$ cat src/common/dr_pkg.sv
package dr_pkg;

    // Payload widths of the two data registers
    localparam int unsigned IDCODE_WIDTH   = 32;
    localparam int unsigned CTRL_TDR_WIDTH = 16;

    typedef logic [IDCODE_WIDTH-1:0]   idcode_t;
    typedef logic [CTRL_TDR_WIDTH-1:0] ctrl_tdr_t;

    // --------------------
    // IDCODE fields
    // --------------------

    localparam logic [3:0]  ID_VERSION  = 4'h1;
    localparam logic [15:0] ID_PART     = 16'h5a3c;
    localparam logic [10:0] ID_MANUF    = 11'h2b5;

    // Bit 0 is fixed at one by the standard
    localparam idcode_t IDCODE_VALUE = {ID_VERSION, ID_PART, ID_MANUF, 1'b1};

endpackage

$ cat src/common/tap_pkg.sv
package tap_pkg;

    // --------------------
    // Controller states
    // --------------------

    // Classic 1149.1 state encoding, four bits
    typedef enum logic [3:0] {
        ST_TLR        = 4'hf,
        ST_RTI        = 4'hc,
        ST_SEL_DR     = 4'h7,
        ST_CAPTURE_DR = 4'h6,
        ST_SHIFT_DR   = 4'h2,
        ST_EXIT1_DR   = 4'h1,
        ST_PAUSE_DR   = 4'h3,
        ST_EXIT2_DR   = 4'h0,
        ST_UPDATE_DR  = 4'h5,
        ST_SEL_IR     = 4'h4,
        ST_CAPTURE_IR = 4'he,
        ST_SHIFT_IR   = 4'ha,
        ST_EXIT1_IR   = 4'h9,
        ST_PAUSE_IR   = 4'hb,
        ST_EXIT2_IR   = 4'h8,
        ST_UPDATE_IR  = 4'hd
    } tap_state_t;

    // --------------------
    // Instruction register
    // --------------------

    localparam int unsigned IR_WIDTH = 4;

    typedef logic [IR_WIDTH-1:0] ir_t;

    // Opcodes, anything not listed falls back to bypass
    localparam ir_t OP_IDCODE   = 4'h2;
    localparam ir_t OP_CTRL_TDR = 4'h5;
    localparam ir_t OP_BYPASS   = '1;

    // Two LSBs must read 01 on Capture-IR
    localparam ir_t IR_CAPTURE = 4'b0001;

endpackage
$ cat src/tap/stap_top.sv
`timescale 1ns/100ps

module stap_top import dr_pkg::*; (
    input  logic      ftap_tck,
    input  logic      arst_n,
    input  logic      ftap_tms,
    input  logic      ftap_tdi,
    output logic      ftap_tdo,
    output logic      ftap_tdoen,
    input  ctrl_tdr_t tdr_data_in,
    output ctrl_tdr_t tdr_data_out
);

    // Controller strobes
    logic tlr;
    logic capture_ir;
    logic shift_ir;
    logic update_ir;
    logic capture_dr;
    logic shift_dr;
    logic update_dr;

    // Instruction decode and serial outputs
    logic sel_idcode;
    logic sel_ctrl;
    logic ir_so;
    logic idcode_so;
    logic ctrl_so;

    // --------------------
    // Controller and IR
    // --------------------

    tap_fsm i_tap_fsm (
        .ftap_tck   (ftap_tck),
        .arst_n     (arst_n),
        .ftap_tms   (ftap_tms),
        .tlr        (tlr),
        .capture_ir (capture_ir),
        .shift_ir   (shift_ir),
        .update_ir  (update_ir),
        .capture_dr (capture_dr),
        .shift_dr   (shift_dr),
        .update_dr  (update_dr)
    );

    tap_ir i_tap_ir (
        .ftap_tck   (ftap_tck),
        .arst_n     (arst_n),
        .ftap_tdi   (ftap_tdi),
        .tlr        (tlr),
        .capture_ir (capture_ir),
        .shift_ir   (shift_ir),
        .update_ir  (update_ir),
        .ir_so      (ir_so),
        .sel_idcode (sel_idcode),
        .sel_ctrl   (sel_ctrl)
    );

    // --------------------
    // Data registers
    // --------------------

    // IDCODE is read only, update stage unused
    scan_dr #(.payload_t(idcode_t)) i_idcode_dr (
        .ftap_tck(ftap_tck), .arst_n(arst_n), .sel(sel_idcode),
        .capture_dr(capture_dr), .shift_dr(shift_dr), .update_dr(update_dr),
        .si(ftap_tdi), .par_in(IDCODE_VALUE), .par_out(), .so(idcode_so)
    );

    // Control TDR with parallel ports to the core
    scan_dr #(.payload_t(ctrl_tdr_t)) i_ctrl_dr (
        .ftap_tck(ftap_tck), .arst_n(arst_n), .sel(sel_ctrl),
        .capture_dr(capture_dr), .shift_dr(shift_dr), .update_dr(update_dr),
        .si(ftap_tdi), .par_in(tdr_data_in), .par_out(tdr_data_out), .so(ctrl_so)
    );

    // Bypass and TDO retiming
    tdo_mux i_tdo_mux (
        .ftap_tck(ftap_tck), .arst_n(arst_n), .ftap_tdi(ftap_tdi),
        .shift_ir(shift_ir), .capture_dr(capture_dr), .shift_dr(shift_dr),
        .sel_idcode(sel_idcode), .sel_ctrl(sel_ctrl), .ir_so(ir_so),
        .idcode_so(idcode_so), .ctrl_so(ctrl_so),
        .ftap_tdo(ftap_tdo), .ftap_tdoen(ftap_tdoen)
    );

endmodule

$ cat src/tap/tap_ir.sv
`timescale 1ns/100ps

module tap_ir import tap_pkg::*; (
    input  logic ftap_tck,
    input  logic arst_n,
    input  logic ftap_tdi,
    input  logic tlr,
    input  logic capture_ir,
    input  logic shift_ir,
    input  logic update_ir,
    output logic ir_so,
    output logic sel_idcode,
    output logic sel_ctrl
);

    ir_t ir_shift;
    ir_t ir_upd;

    // Shift stage
    // Capture pattern first, then TDI enters at the MSB
    always_ff @(posedge ftap_tck or negedge arst_n) begin
        if (!arst_n) begin
            ir_shift <= IR_CAPTURE;
        end else if (capture_ir) begin
            ir_shift <= IR_CAPTURE;
        end else if (shift_ir) begin
            ir_shift <= {ftap_tdi, ir_shift[IR_WIDTH-1:1]};
        end
    end

    // Serial out from the LSB end
    assign ir_so = ir_shift[0];

    // Update stage
    // Test-Logic-Reset keeps IDCODE as the active instruction
    always_ff @(posedge ftap_tck or negedge arst_n) begin
        if (!arst_n) begin
            ir_upd <= OP_IDCODE;
        end else if (tlr) begin
            ir_upd <= OP_IDCODE;
        end else if (update_ir) begin
            ir_upd <= ir_shift;
        end
    end

    // --------------------
    // Instruction decode
    // --------------------

    // Undefined opcodes end up on the bypass register
    always_comb begin
        sel_idcode = 1'b0;
        sel_ctrl   = 1'b0;
        case (ir_upd)
            OP_IDCODE:   sel_idcode = 1'b1;
            OP_CTRL_TDR: sel_ctrl   = 1'b1;
            OP_BYPASS:   ;
            default:     ;
        endcase
    end

endmodule

$ cat src/tap/tap_fsm.sv
`timescale 1ns/100ps

module tap_fsm import tap_pkg::*; (
    input  logic ftap_tck,
    input  logic arst_n,
    input  logic ftap_tms,
    output logic tlr,
    output logic capture_ir,
    output logic shift_ir,
    output logic update_ir,
    output logic capture_dr,
    output logic shift_dr,
    output logic update_dr
);

    tap_state_t state;
    tap_state_t state_nxt;

    // --------------------
    // State register
    // --------------------

    // TRST drops the controller straight into Test-Logic-Reset
    always_ff @(posedge ftap_tck or negedge arst_n) begin
        if (!arst_n) begin
            state <= ST_TLR;
        end else begin
            state <= state_nxt;
        end
    end

    // --------------------
    // Next state table
    // --------------------

    always_comb begin
        unique case (state)
            // Idle side
            ST_TLR:        state_nxt = ftap_tms ? ST_TLR       : ST_RTI;
            ST_RTI:        state_nxt = ftap_tms ? ST_SEL_DR    : ST_RTI;
            // DR column
            ST_SEL_DR:     state_nxt = ftap_tms ? ST_SEL_IR    : ST_CAPTURE_DR;
            ST_CAPTURE_DR: state_nxt = ftap_tms ? ST_EXIT1_DR  : ST_SHIFT_DR;
            ST_SHIFT_DR:   state_nxt = ftap_tms ? ST_EXIT1_DR  : ST_SHIFT_DR;
            ST_EXIT1_DR:   state_nxt = ftap_tms ? ST_UPDATE_DR : ST_PAUSE_DR;
            ST_PAUSE_DR:   state_nxt = ftap_tms ? ST_EXIT2_DR  : ST_PAUSE_DR;
            ST_EXIT2_DR:   state_nxt = ftap_tms ? ST_UPDATE_DR : ST_SHIFT_DR;
            ST_UPDATE_DR:  state_nxt = ftap_tms ? ST_SEL_DR    : ST_RTI;
            // IR column, Select-IR with TMS high escapes to reset
            ST_SEL_IR:     state_nxt = ftap_tms ? ST_TLR       : ST_CAPTURE_IR;
            ST_CAPTURE_IR: state_nxt = ftap_tms ? ST_EXIT1_IR  : ST_SHIFT_IR;
            ST_SHIFT_IR:   state_nxt = ftap_tms ? ST_EXIT1_IR  : ST_SHIFT_IR;
            ST_EXIT1_IR:   state_nxt = ftap_tms ? ST_UPDATE_IR : ST_PAUSE_IR;
            ST_PAUSE_IR:   state_nxt = ftap_tms ? ST_EXIT2_IR  : ST_PAUSE_IR;
            ST_EXIT2_IR:   state_nxt = ftap_tms ? ST_UPDATE_IR : ST_SHIFT_IR;
            ST_UPDATE_IR:  state_nxt = ftap_tms ? ST_SEL_DR    : ST_RTI;
            default:       state_nxt = ST_TLR;
        endcase
    end

    // --------------------
    // Strobe decode
    // --------------------

    // Plain state decode, the registers act on the edge leaving the state
    assign tlr        = (state == ST_TLR);
    assign capture_ir = (state == ST_CAPTURE_IR);
    assign shift_ir   = (state == ST_SHIFT_IR);
    assign update_ir  = (state == ST_UPDATE_IR);
    assign capture_dr = (state == ST_CAPTURE_DR);
    assign shift_dr   = (state == ST_SHIFT_DR);
    assign update_dr  = (state == ST_UPDATE_DR);

endmodule

$ cat src/logic/tdo_mux.sv
`timescale 1ns/100ps

module tdo_mux (
    input  logic ftap_tck,
    input  logic arst_n,
    input  logic ftap_tdi,
    input  logic shift_ir,
    input  logic capture_dr,
    input  logic shift_dr,
    input  logic sel_idcode,
    input  logic sel_ctrl,
    input  logic ir_so,
    input  logic idcode_so,
    input  logic ctrl_so,
    output logic ftap_tdo,
    output logic ftap_tdoen
);

    logic sel_bypass;
    logic bypass_q;
    logic dr_so;
    logic tdo_src;

    // Bypass owns any instruction without its own register
    assign sel_bypass = ~sel_idcode & ~sel_ctrl;

    // One-bit bypass, captures zero then follows TDI
    always_ff @(posedge ftap_tck or negedge arst_n) begin
        if (!arst_n) begin
            bypass_q <= 1'b0;
        end else if (sel_bypass && capture_dr) begin
            bypass_q <= 1'b0;
        end else if (sel_bypass && shift_dr) begin
            bypass_q <= ftap_tdi;
        end
    end

    // --------------------
    // Source select
    // --------------------

    assign dr_so   = sel_idcode ? idcode_so : (sel_ctrl ? ctrl_so : bypass_q);
    assign tdo_src = shift_ir ? ir_so : dr_so;

    // Falling edge launch, host samples on the next rising edge
    // TDO parks low outside the shift states
    always_ff @(negedge ftap_tck or negedge arst_n) begin
        if (!arst_n) begin
            ftap_tdo   <= 1'b0;
            ftap_tdoen <= 1'b0;
        end else begin
            ftap_tdo   <= (shift_ir | shift_dr) & tdo_src;
            ftap_tdoen <= shift_ir | shift_dr;
        end
    end

endmodule

$ cat src/logic/scan_dr.sv
`timescale 1ns/100ps

module scan_dr #(
    parameter type payload_t = logic [7:0]
) (
    input  logic     ftap_tck,
    input  logic     arst_n,
    input  logic     sel,
    input  logic     capture_dr,
    input  logic     shift_dr,
    input  logic     update_dr,
    input  logic     si,
    input  payload_t par_in,
    output payload_t par_out,
    output logic     so
);

    // Register length follows the payload
    localparam int unsigned W = $bits(payload_t);

    logic [W-1:0] shift_q;

    // --------------------
    // Shift stage
    // --------------------

    // Parallel load on capture, LSB-first shift toward bit 0
    always_ff @(posedge ftap_tck) begin
        if (sel && capture_dr) begin
            shift_q <= par_in;
        end else if (sel && shift_dr) begin
            shift_q <= {si, shift_q[W-1:1]};
        end
    end

    assign so = shift_q[0];

    // --------------------
    // Update stage
    // --------------------

    // Core side only sees new data after Update-DR
    always_ff @(posedge ftap_tck or negedge arst_n) begin
        if (!arst_n) begin
            par_out <= '0;
        end else if (sel && update_dr) begin
            par_out <= payload_t'(shift_q);
        end
    end

endmodule

$ cat config.mk
export PLATFORM = sky130hd
export DESIGN_NAME = stap_top
export DESIGN_NICKNAME = d
export VERILOG_FILES = /design/src/common/dr_pkg.sv /design/src/common/tap_pkg.sv /design/src/tap/stap_top.sv /design/src/tap/tap_ir.sv /design/src/tap/tap_fsm.sv /design/src/logic/tdo_mux.sv /design/src/logic/scan_dr.sv
export SDC_FILE = /design/constraint.sdc
export NUM_CORES = 1
export LEC_CHECK = 0
export BUFFER_PORTS_ARGS = -buffer_cell sky130_fd_sc_hd__buf_2
export CORE_MARGIN = 2
export CORE_UTILIZATION = 60
export DETAILED_ROUTE_END_ITERATION = 16
export PLACE_DENSITY = 0.84
export SLEW_MARGIN = 25
export SYNTH_ARGS = -nofsm -noshare
export SYNTH_HDL_FRONTEND = slang
export SYNTH_HIERARCHICAL = 1
export SYNTH_SLANG_ARGS = --single-unit
$ cat constraint.sdc
create_clock -name ftap_tck -period 3.7 [get_ports ftap_tck]
set_input_delay 0.555 -clock ftap_tck [delete_from_list [all_inputs] [get_ports ftap_tck]]
set_output_delay 0.555 -clock ftap_tck [all_outputs]
set_load 0.05 [all_outputs]
### Word-level counts from Yosys, hierarchy flattened

Cells that the tools add are included.

| storage, ports and cells | value |
|---|---|
| flip-flop bits (word level) | 79 |
| input port bits | 20 |
| output and inout port bits | 18 |

| cells by class | value |
|---|---|
| equal/unequal tests | 17 |
| muxes and demuxes | 26 |
| bitwise logic cells | 5 |
| reductions and logical operators | 15 |

Operators by type and width:

| cell | count |
|---|---|
| one-hot mux 4 bit (12 select lines) | 1 |
| equality test 4 bit (second input constant) | 8 |
| two-way mux 16 bit | 2 |
| equality test 4 x 3 -> 1 bit (second input constant) | 5 |
| two-way mux 4 bit | 5 |
| equality test 4 x 2 -> 1 bit (second input constant) | 3 |
| two-way mux 2 bit | 6 |
| two-way mux 3 bit | 4 |
| two-way mux 1 bit | 8 |
| nonzero test 2 bit | 4 |
| logical AND 1 bit | 7 |
| equality test 4 x 1 -> 1 bit (second input constant) | 1 |
| logical NOT 4 bit | 1 |
| OR reduction 2 bit | 2 |
| OR reduction 3 bit | 1 |
| AND 1 bit | 2 |
| NOT 1 bit | 2 |
| bitwise OR 1 bit | 1 |

### Logic depth before layout (Yosys ltp)

Gate-level depths: netlist of run 1.

| logic depth | value |
|---|---|
| depth after elaboration | 7 |
| depth in mapped cells | 6 |

### Modules after synthesis

The synthesis of run 1 kept the hierarchy.

By module, submodules not included:

| module | instances | cells an instance | area an instance (sq um) | seq. area each (sq um) |
|---|---|---|---|---|
| scan_dr at i_idcode_dr | 1 | 137 | 2,542.4 | 1,761.7 |
| scan_dr at i_ctrl_dr | 1 | 69 | 1,283.7 | 880.8 |
| tap_ir | 1 | 28 | 361.6 | 202.7 |
| tap_fsm | 1 | 31 | 260.2 | 105.1 |
| tdo_mux | 1 | 13 | 146.4 | 75.1 |
| stap_top | 1 | 2 | 7.5 | 0.0 |

==> results of run 1 <==
-- per-layer routing --
layer / up-vias / wire length, microns / global-route usage (%)
met5: - / 0 / 0
met4: 0 / 68 / 9.31
met3: 6 / 192 / 4.52
met2: 30 / 2780 / 32.4
met1: 944 / 2640 / 27.6
li1: 910 / - / -
-- through the flow --
step           hold slack [ps]  total power, uW
2_1_floorplan              259             1600
3_3_place_gp               372             1700
3_5_place_dp               375             1730
4_1_cts                   2.09             2490
5_1_grt                    497             2590
6_report                   504             2470
-- worst paths after layout --
| kind | to | startpoint | depth (start not counted) | slack (ps) |
|---|---|---|---|---|
| max | i_tdo_mux/ftap_tdo | i_tap_ir/ir_upd[2] | 4 | 240 |
| min | i_ctrl_dr/par_out[14] | i_ctrl_dr/par_out[14] | 1 | 500 |
| max reg2reg | i_tdo_mux/ftap_tdo | i_tap_ir/ir_upd[2] | 4 | 240 |
| min reg2reg | i_ctrl_dr/par_out[14] | i_ctrl_dr/par_out[14] | 1 | 500 |
| max in group asynchronous | i_tdo_mux/ftap_tdo | arst_n | 2 | 1230 |
| min in group asynchronous | i_tdo_mux/bypass_q | arst_n | 2 | 560 |
-- worst max-delay path: cells and delay by family, from the launching register on --
kind,cells,cell delay (ps)
compound gates,2,200
flops,1,400
mux,1,350
simple gates,1,500
-- flip-flops by register name (all words and copies together) (netlist names) --
| signal | flops |
|---|---|
| i_ctrl_dr/par_out | 16 |
| i_ctrl_dr/shift_q | 16 |
| i_tap_fsm/state | 4 |
| i_tdo_mux/bypass_q | 1 |
| i_tap_ir/ir_shift | 4 |
| i_tap_ir/ir_upd | 4 |
| i_tdo_mux/ftap_tdoen | 1 |
| i_idcode_dr/shift_q | 32 |
| i_tdo_mux/ftap_tdo | 1 |
-- cell usage in the layout, fill, tap and decap left out, types with 2 or more instances in the layout --
master,count
a211o_1,2
buf_2,37
buf_4,7
bufinv_16,2
clkbuf_8,11
conb_1,32
dfrtn_1,2
dfrtp_1,23
dfstp_2,6
edfxtp_1,48
inv_1,5
mux2_2,65
mux2i_1,6
nand2_1,5
nand2_2,2
nand3_1,2
nor2_1,10
nor2b_2,2
nor3_1,3
o21a_1,2
o21ai_0,3
-- power by group through the flow --
stage          registers [uW]  clock network [uW]  logic [uW]
3_5_place_dp             1220                   0         501
6_report                 1210                 758         504
2_1_floorplan            1250                   0         350
4_1_cts                  1210                 775         505
5_1_grt                  1230                 807         555
3_3_place_gp             1210                   0         485
-- layout make-up --
type | instances | share of cell area [%]
clock buffers | 12 | 4.37
clock inverters | 4 | 1.83
inverters | 5 | 0.465
multi-input cells | 150 | 29.9
flip-flops and latches | 79 | 55.1
well taps | 72 | 2.23
repair buffers | 45 | 6.13
==> summary.md, run 1 <==
| Metric | Value |
|---|---|
| Net Switching | roughly 670 uW |
| Via/cell ratio | roughly 5 |
| Final WS setup | roughly 240 ps |
| Seq pwr share | 48.9% |
| CTS hold repair buffers | 0 |
| Clock power share | a little under a third |
| Fin. max-slew vios | 0 |
| Die height | between 70 and 80 microns |
| Sequential cell area | 2220 sq um |
| First-pass DRT Iterations | 4 |
| Dpl hpwl | 3.63 mm |
| Fill count | ~350 |
| CTS tree | done |
| Worst Path Required | between 2000 and 2500 ps |
| Post-cts gate resize count | 0 |
| Max-Cap Viols | 0 |
| Maximum fanout along the worst path | 3 |
| IO Pins | 38 |
| Antenna Cells | 0 |
| Row cnt | 27 |
| Final WL | between 5 and 6 mm |
| Final instance area | 4040 sq um |
| CTS clk-pin slew, worst paths | around 80 ps |
| Internal power | around 1800 uW |
| RSZ-0062 raised after global routing | false |
| Mapped Area | between 3000 and 4000 sq um |
| Post-synthesis area per instance | ~16 sq um |
| GRT Resource Usage Total | roughly 20% |
| Clock Skew | around 13 ps |
| Initial Util | around 62% |
| Final core area utilization | between 70% and 80% |
| Endpoint type of the worst setup path | flop |
| CTS Buf Count | 9 |
| Lkg Pwr | 0.00175 uW |
| Area Growth Syn to Fin | 18.3% |
| Switching share of total power | 27.3% |
| GPL Wtd Cong | 0.784 |
| Residual DRC | 0 |
| Status | completed |
| Worst slew pin tran | approximately 700 ps |
| Multi-input combinational cell area | ~1200 sq um |
| Cell Area, Placed | ~3800 sq um |
| Biggest cell delay along the critical path | 500 ps |
| Crit Path Class | flop to flop |
| Hold Path Class | flop to flop |
| # port buffers | 37 |
| Clock root buffer | clkbuf_8 |
| Max-slew headroom | between 50% and 60% |
| CP max-delay cell | nor4bb_1 |
| Critical path arrival | 1780 ps |
| Setup bufs post-CTS | 0 |
| Cell count after synthesis | 212 |
| Vias in the first global route | about 2.0k |
| GRT overflow | 0 |
| Worst skew pair latency | between 300 and 400 ps |
| Placeable Area | between 5000 and 6000 sq um |
| TNS Setup | 0 ps |
| Die W | between 70 and 80 microns |
| Remaining antenna violation count | 0 |
| Setup crit start kind | flop |
| Deepest clock path buffer count | 2 |
| Yosys warns | 6 |
| Worst slack at placement | around 300 ps |
| Logic pwr share | roughly a fifth |
| Maximum vdd drop | 347 uV |
| Largest net degree at the start of global routing | 33 |
| Layout cells sized above 1 | a little under half |
| Area of the die | roughly 6300 sq um |
| Power Density | about 610 nW/um^2 |
| Fin. Hold Viols | 0 |
| Placed cell count | 350 |
| Initial antenna violation count | 0 |
| Routed vias | about 1.9k |
| First-pass GRT wire length | about 9.6 mm |
| Sink Count | 79 |
| Finished Layout Cells | about 370 |
| Setup Viol. Count Final | 0 |
| DRC marker count from the first detailed-route iteration | approximately 140 |
| Avg WL per Cell | roughly 15 microns |
| Layout net count | 310 |
| Crit-path cells | nor4bb_1 > mux2_4 > o211ai_2 > o21ai_1 |
| H-tree levels | 3 |
(Power assumes the default switching activity.)
==> run 2, diff against run 1 <==
- CORE_MARGIN: 2 -> not set
==> summary.md, run 2 (synthesized netlist as in run 1, its figures left out) <==
| Metric | Value |
|---|---|
| CTS Buf Count | 9 |
| Initial antenna violation count | 0 |
| Maximum vdd drop | around 360 uV |
| Clock root buffer | clkbuf_8 |
| Max reg flops | 32 |
| Max-slew headroom | between 40% and 50% |
| IO Pins | 38 |
| Final WL | roughly 5.3 mm |
| Die W | roughly 77 microns |
| Power Density | just under 600 nW/um^2 |
| Placeable Area | 5510 sq um |
| Via/cell ratio | 5.18 |
| Worst slew pin tran | roughly 760 ps |
| Area of the die | ~6000 sq um |
| Lkg Pwr | ~0.0017 uW |
| Maximum fanout along the worst path | 8 |
| Endpoint type of the worst setup path | flop |
| Residual DRC | 0 |
| Largest register by flop count | i_idcode_dr/shift_q |
| Setup bufs post-CTS | 0 |
| Met3 usage | 6.12% |
| M2 GR Usage | between 30% and 40% |
| Post-cts gate resize count | 0 |
| Max-Cap Viols | 0 |
| Initial Util | around 62% |
| Grt peak-use layer | met2 |
| TNS Setup | 0 ps |
| Die height | roughly 77 microns |
| Deepest clock path buffer count | 2 |
| RSZ-0062 raised after global routing | false |
| Most frequent cells in the layout | mux2_2, edfxtp_1, buf_2 |
| Critical path arrival | about 1800 ps |
| Antenna Cells | 0 |
| Clock Skew | roughly 16 ps |
| GRT overflow | 0 |
| Worst Path Required | roughly 2000 ps |
| Most common cell after layout, fill and taps aside | mux2_2 |
| Fill count | roughly 380 |
| Biggest regs | i_idcode_dr/shift_q x32, i_ctrl_dr/par_out x16, i_ctrl_dr/shift_q x16 |
| Status | completed |
| Layout net count | between 300 and 400 |
| CTS tree | done |
| Fin. Hold Viols | 0 |
| Largest net degree at the start of global routing | 33 |
| Final instance area | roughly 4000 sq um |
| Routed vias | approximately 1.9k |
| Vias in the first global route | between 1.5k and 2k |
| GPL Wtd Cong | 0.833 |
| GRT Resource Usage Total | 19.9% |
| Area Growth Syn to Fin | 17.2% |
| Setup Viol. Count Final | 0 |
| Fin. max-slew vios | 0 |
| Met1 usage | about a quarter |
| Row cnt | 27 |
| H-tree levels | 3 |
| Crit Path Class | flop to flop |
| First-pass GRT wire length | 8.88 mm |
| Cell Area, Placed | approximately 3800 sq um |
| Setup crit start kind | flop |
| DRC marker count from the first detailed-route iteration | 76 |
| First-pass DRT Iterations | 4 |
| Layout cells sized above 1 | ~47% |
| CTS hold repair buffers | 1 |
| Dpl hpwl | 3.54 mm |
| CTS clk-pin slew, worst paths | about 80 ps |
| Hold Path Class | flop to flop |
| Avg WL per Cell | ~15 microns |
| Sink Count | 79 |
| # port buffers | 37 |
| Worst skew pair latency | between 300 and 400 ps |
| Remaining antenna violation count | 0 |
==> run 2: cell count changes in the layout (fill, tap and decap cells not counted), sizes merged <==
cell | before | now
clkbuf | 12 | 10
clkinv | 2 | 3
clkinvlp | 0 | 1
==> run 2: metrics by stage <==
stage / instances / total power (uW) / hold WS, ps / setup slack, ps / utilization, %
2_1_floorplan: 242 / 1600 / 259 / 58.9 / -
3_3_place_gp: 350 / 1700 / 374 / 347 / 68.6
3_5_place_dp: 350 / 1720 / 377 / 285 / 68.6
4_1_cts: 367 / 2400 / 495 / 248 / 72.7
5_1_grt: 367 / 2490 / 498 / 118 / 72.7
6_report: 367 / 2380 / 504 / 245 / 72.7
==> run 2: final cells by class <==
cell class / instances / area [sq um] / share of cell area, %
flip-flops and latches: 79 / 2220 / 55.6
multi-input cells: 150 / 1210 / 30.2
repair buffers: 45 / 248 / 6.19
clock buffers: 10 / 128 / 3.19
well taps: 72 / 90.1 / 2.25
clock inverters: 6 / 85.1 / 2.13
inverters: 5 / 18.8 / 0.469
==> run 2: critical path, cell delays in order, from the launching register on <==
cell and delay (ps):
dfstp_2 600, or2b_2 350, nor3_1 340, o21ai_1 130
==> run 2: layer usage <==
metal / part of all wire [%] / vias up
met2: 50 / 40
met5: 0 / -
met1: 45 / 938
met3: 4.3 / 7
li1: - / 917
met4: 1.2 / 0
==> run 2: path summary, 6_finish.rpt <==
check | start | to | slack [ps] | depth (start not counted)
max | i_tap_fsm/state[1] | i_tdo_mux/ftap_tdo | 250 | 3
min | i_ctrl_dr/par_out[14] | i_ctrl_dr/par_out[14] | 500 | 1
max reg2reg | i_tap_fsm/state[1] | i_tdo_mux/ftap_tdo | 250 | 3
min reg2reg | i_ctrl_dr/par_out[14] | i_ctrl_dr/par_out[14] | 500 | 1
max in group asynchronous | arst_n | i_tdo_mux/ftap_tdo | 1240 | 2
min in group asynchronous | arst_n | i_tdo_mux/bypass_q | 550 | 2
==> run 2: report_power, final <==
| part | internal (uW) | switching [uW] |
|---|---|---|
| Clock | 378 | 295 |
| Sequential | 1120 | 88.0 |
| Combinational | 224 | 279 |
==> run 3, diff against run 2 <==
- ABC_AREA: not set -> 1
- CORE_UTILIZATION: 60 -> 61
- PLACE_DENSITY: 0.84 -> 0.85
==> summary.md, run 3 <==
| Metric | Value |
|---|---|
| Sink Count | about 80 |
| Biggest cell delay along the critical path | between 300 and 400 ps |
| GPL Wtd Cong | ~0.85 |
| Clock Skew | around 16 ps |
| Biggest regs | i_idcode_dr/shift_q x32, i_ctrl_dr/par_out x16, i_ctrl_dr/shift_q x16 |
| Deepest clock path buffer count | 2 |
| Fill count | roughly 450 |
| Row cnt | 28 |
| Most common cell after layout, fill and taps aside | nand2_1 |
| Lkg Pwr | around 0.0021 uW |
| Setup crit start kind | flop |
| Worst slack at placement | approximately 400 ps |
| Fin. max-slew vios | 0 |
| Vias in the first global route | about 2.6k |
| Die height | 80.0 microns |
| Worst skew pair latency | 350 ps |
| Final WS setup | ~330 ps |
| H-tree levels | 3 |
| CTS Buf Count | 9 |
| Layout net count | 491 |
| Critical path arrival | between 2000 and 3000 ps |
| CTS hold repair buffers | 0 |
| Status | completed |
| Post-cts gate resize count | 0 |
| Critical path's top delay family | flip-flops |
| Largest net degree at the start of global routing | 37 |
| Endpoint type of the worst setup path | output pin |
| Largest register by flop count | i_idcode_dr/shift_q |
| Final Total Pwr | between 2000 and 3000 uW |
| Via/cell ratio | between 5 and 6 |
| Residual DRC | 0 |
| Crit-path cells | buf_2 |
| CTS tree | done |
| Layout cells sized above 1 | 17.6% |
| Max-Cap Viols | 0 |
| Maximum fanout along the worst path | 1 |
| Mapped Area | around 3700 sq um |
| Logic pwr share | between 20% and 30% |
| Clock power share | a little over a quarter |
| Worst slew pin tran | 665 ps |
| Yosys warns | 6 |
| Initial Util | between 60 and 70% |
| Cell count after synthesis | roughly 410 |
| RSZ-0062 raised after global routing | false |
| TNS Setup | 0 ps |
| Internal power | ~1700 uW |
| # port buffers | 37 |
| First-pass DRT Iterations | 5 |
| GRT Resource Usage Total | 24.8% |
| Initial antenna violation count | 0 |
| Max reg flops | 32 |
| Crit Path Class | flop to output pin |
| Setup Viol. Count Final | 0 |
| Switching share of total power | a little over a third |
| Crit path buffers/inverters | 1 |
| Post-synthesis area per instance | 9.12 sq um |
| First-pass GRT wire length | around 12 mm |
| Placeable Area | roughly 5900 sq um |
| Remaining antenna violation count | 0 |
| CTS clk-pin slew, worst paths | about 80 ps |
| Hold Path Class | primary input to asynchronous set/reset pin |
| Dpl hpwl | between 4 and 5 mm |
| Max-slew headroom | 55.6% |
| DRC marker count from the first detailed-route iteration | 180 |
| Area of the die | between 6000 and 7000 sq um |
| Final WL | roughly 7.4 mm |
| Antenna Cells | 0 |
| Hold slack | about 55 ps |
| Maximum vdd drop | approximately 550 uV |
| Setup bufs post-CTS | 0 |
| Die W | 80.0 microns |
| Most frequent cells in the layout | nand2_1, nand3_1, edfxtp_1 |
| Fin. Hold Viols | 0 |
| IO Pins | 38 |
| Power Density | 608 nW/um^2 |
| Worst Path Required | 3140 ps |
| Area Growth Syn to Fin | 13.7% |
| Clock root buffer | clkbuf_8 |
| Net Switching | approximately 910 uW |
| GRT overflow | 0 |
| CP max-delay cell | dfrtn_1 |
| Avg WL per Cell | about 13 microns |
| Seq pwr share | between 40% and 50% |
| Routed vias | roughly 2.9k |
## run 3: cell type report
class                   instances  area [sq um]  area share [%]
clock buffers                  10           149            3.53
clock inverters                 6          72.6            1.72
inverters                      21          80.1            1.90
multi-input cells             314          1350            32.0
flip-flops and latches         79          2220            52.7
well taps                      75          93.8            2.22
repair buffers                 46           253            5.99
## run 3: routing by layer
metal	wire length (microns)	part of all wire (%)	GRT usage [%]	vias up
li1	-	-	-	1419
met2	3740	51	39.4	54
met5	0	0	0	-
met3	233	3.2	5.26	13
met1	3280	45	33.0	1365
met4	116	1.6	10.7	0
## run 3: power groups by stage
stage	Clock, uW	Combinational [uW]	Sequential (uW)
detailed placement	0	672	1210
CTS	711	676	1190
global route	741	752	1210
floorplan	0	521	1230
global placement	0	642	1200
finish	701	675	1190
## run 3: path summary, 6_finish.rpt
check	from	to	slack (ps)	cells after the start
setup / recovery	i_tdo_mux/ftap_tdo	ftap_tdo	330	1
hold / removal	arst_n	i_tap_ir/ir_upd[2]	60	1
setup reg to reg	i_tap_fsm/state[0]	i_tdo_mux/ftap_tdoen	360	5
hold reg to reg	i_ctrl_dr/par_out[3]	i_ctrl_dr/par_out[3]	480	2
max in group asynchronous	arst_n	i_tdo_mux/ftap_tdo	1670	1
min in group ftap_tck	ftap_tms	i_tap_fsm/state[0]	460	3
## run 3: stage by stage
step | utilization (%) | instance area (sq um) | instances
after global placement | 68.0 | 4000 | 535
after CTS | 71.7 | 4220 | 551
after detailed placement | 68.0 | 4000 | 535
after floorplan | - | 3830 | 437
after global routing | 71.7 | 4220 | 551
final | 71.7 | 4220 | 551
## run 3: worst register-to-register path: cells and delay by family, from the launching register on
kind | cells | cell delay [ps]
AND/OR/NAND/NOR | 3 | 510
buffers and inverters | 2 | 240
flip-flops | 1 | 580
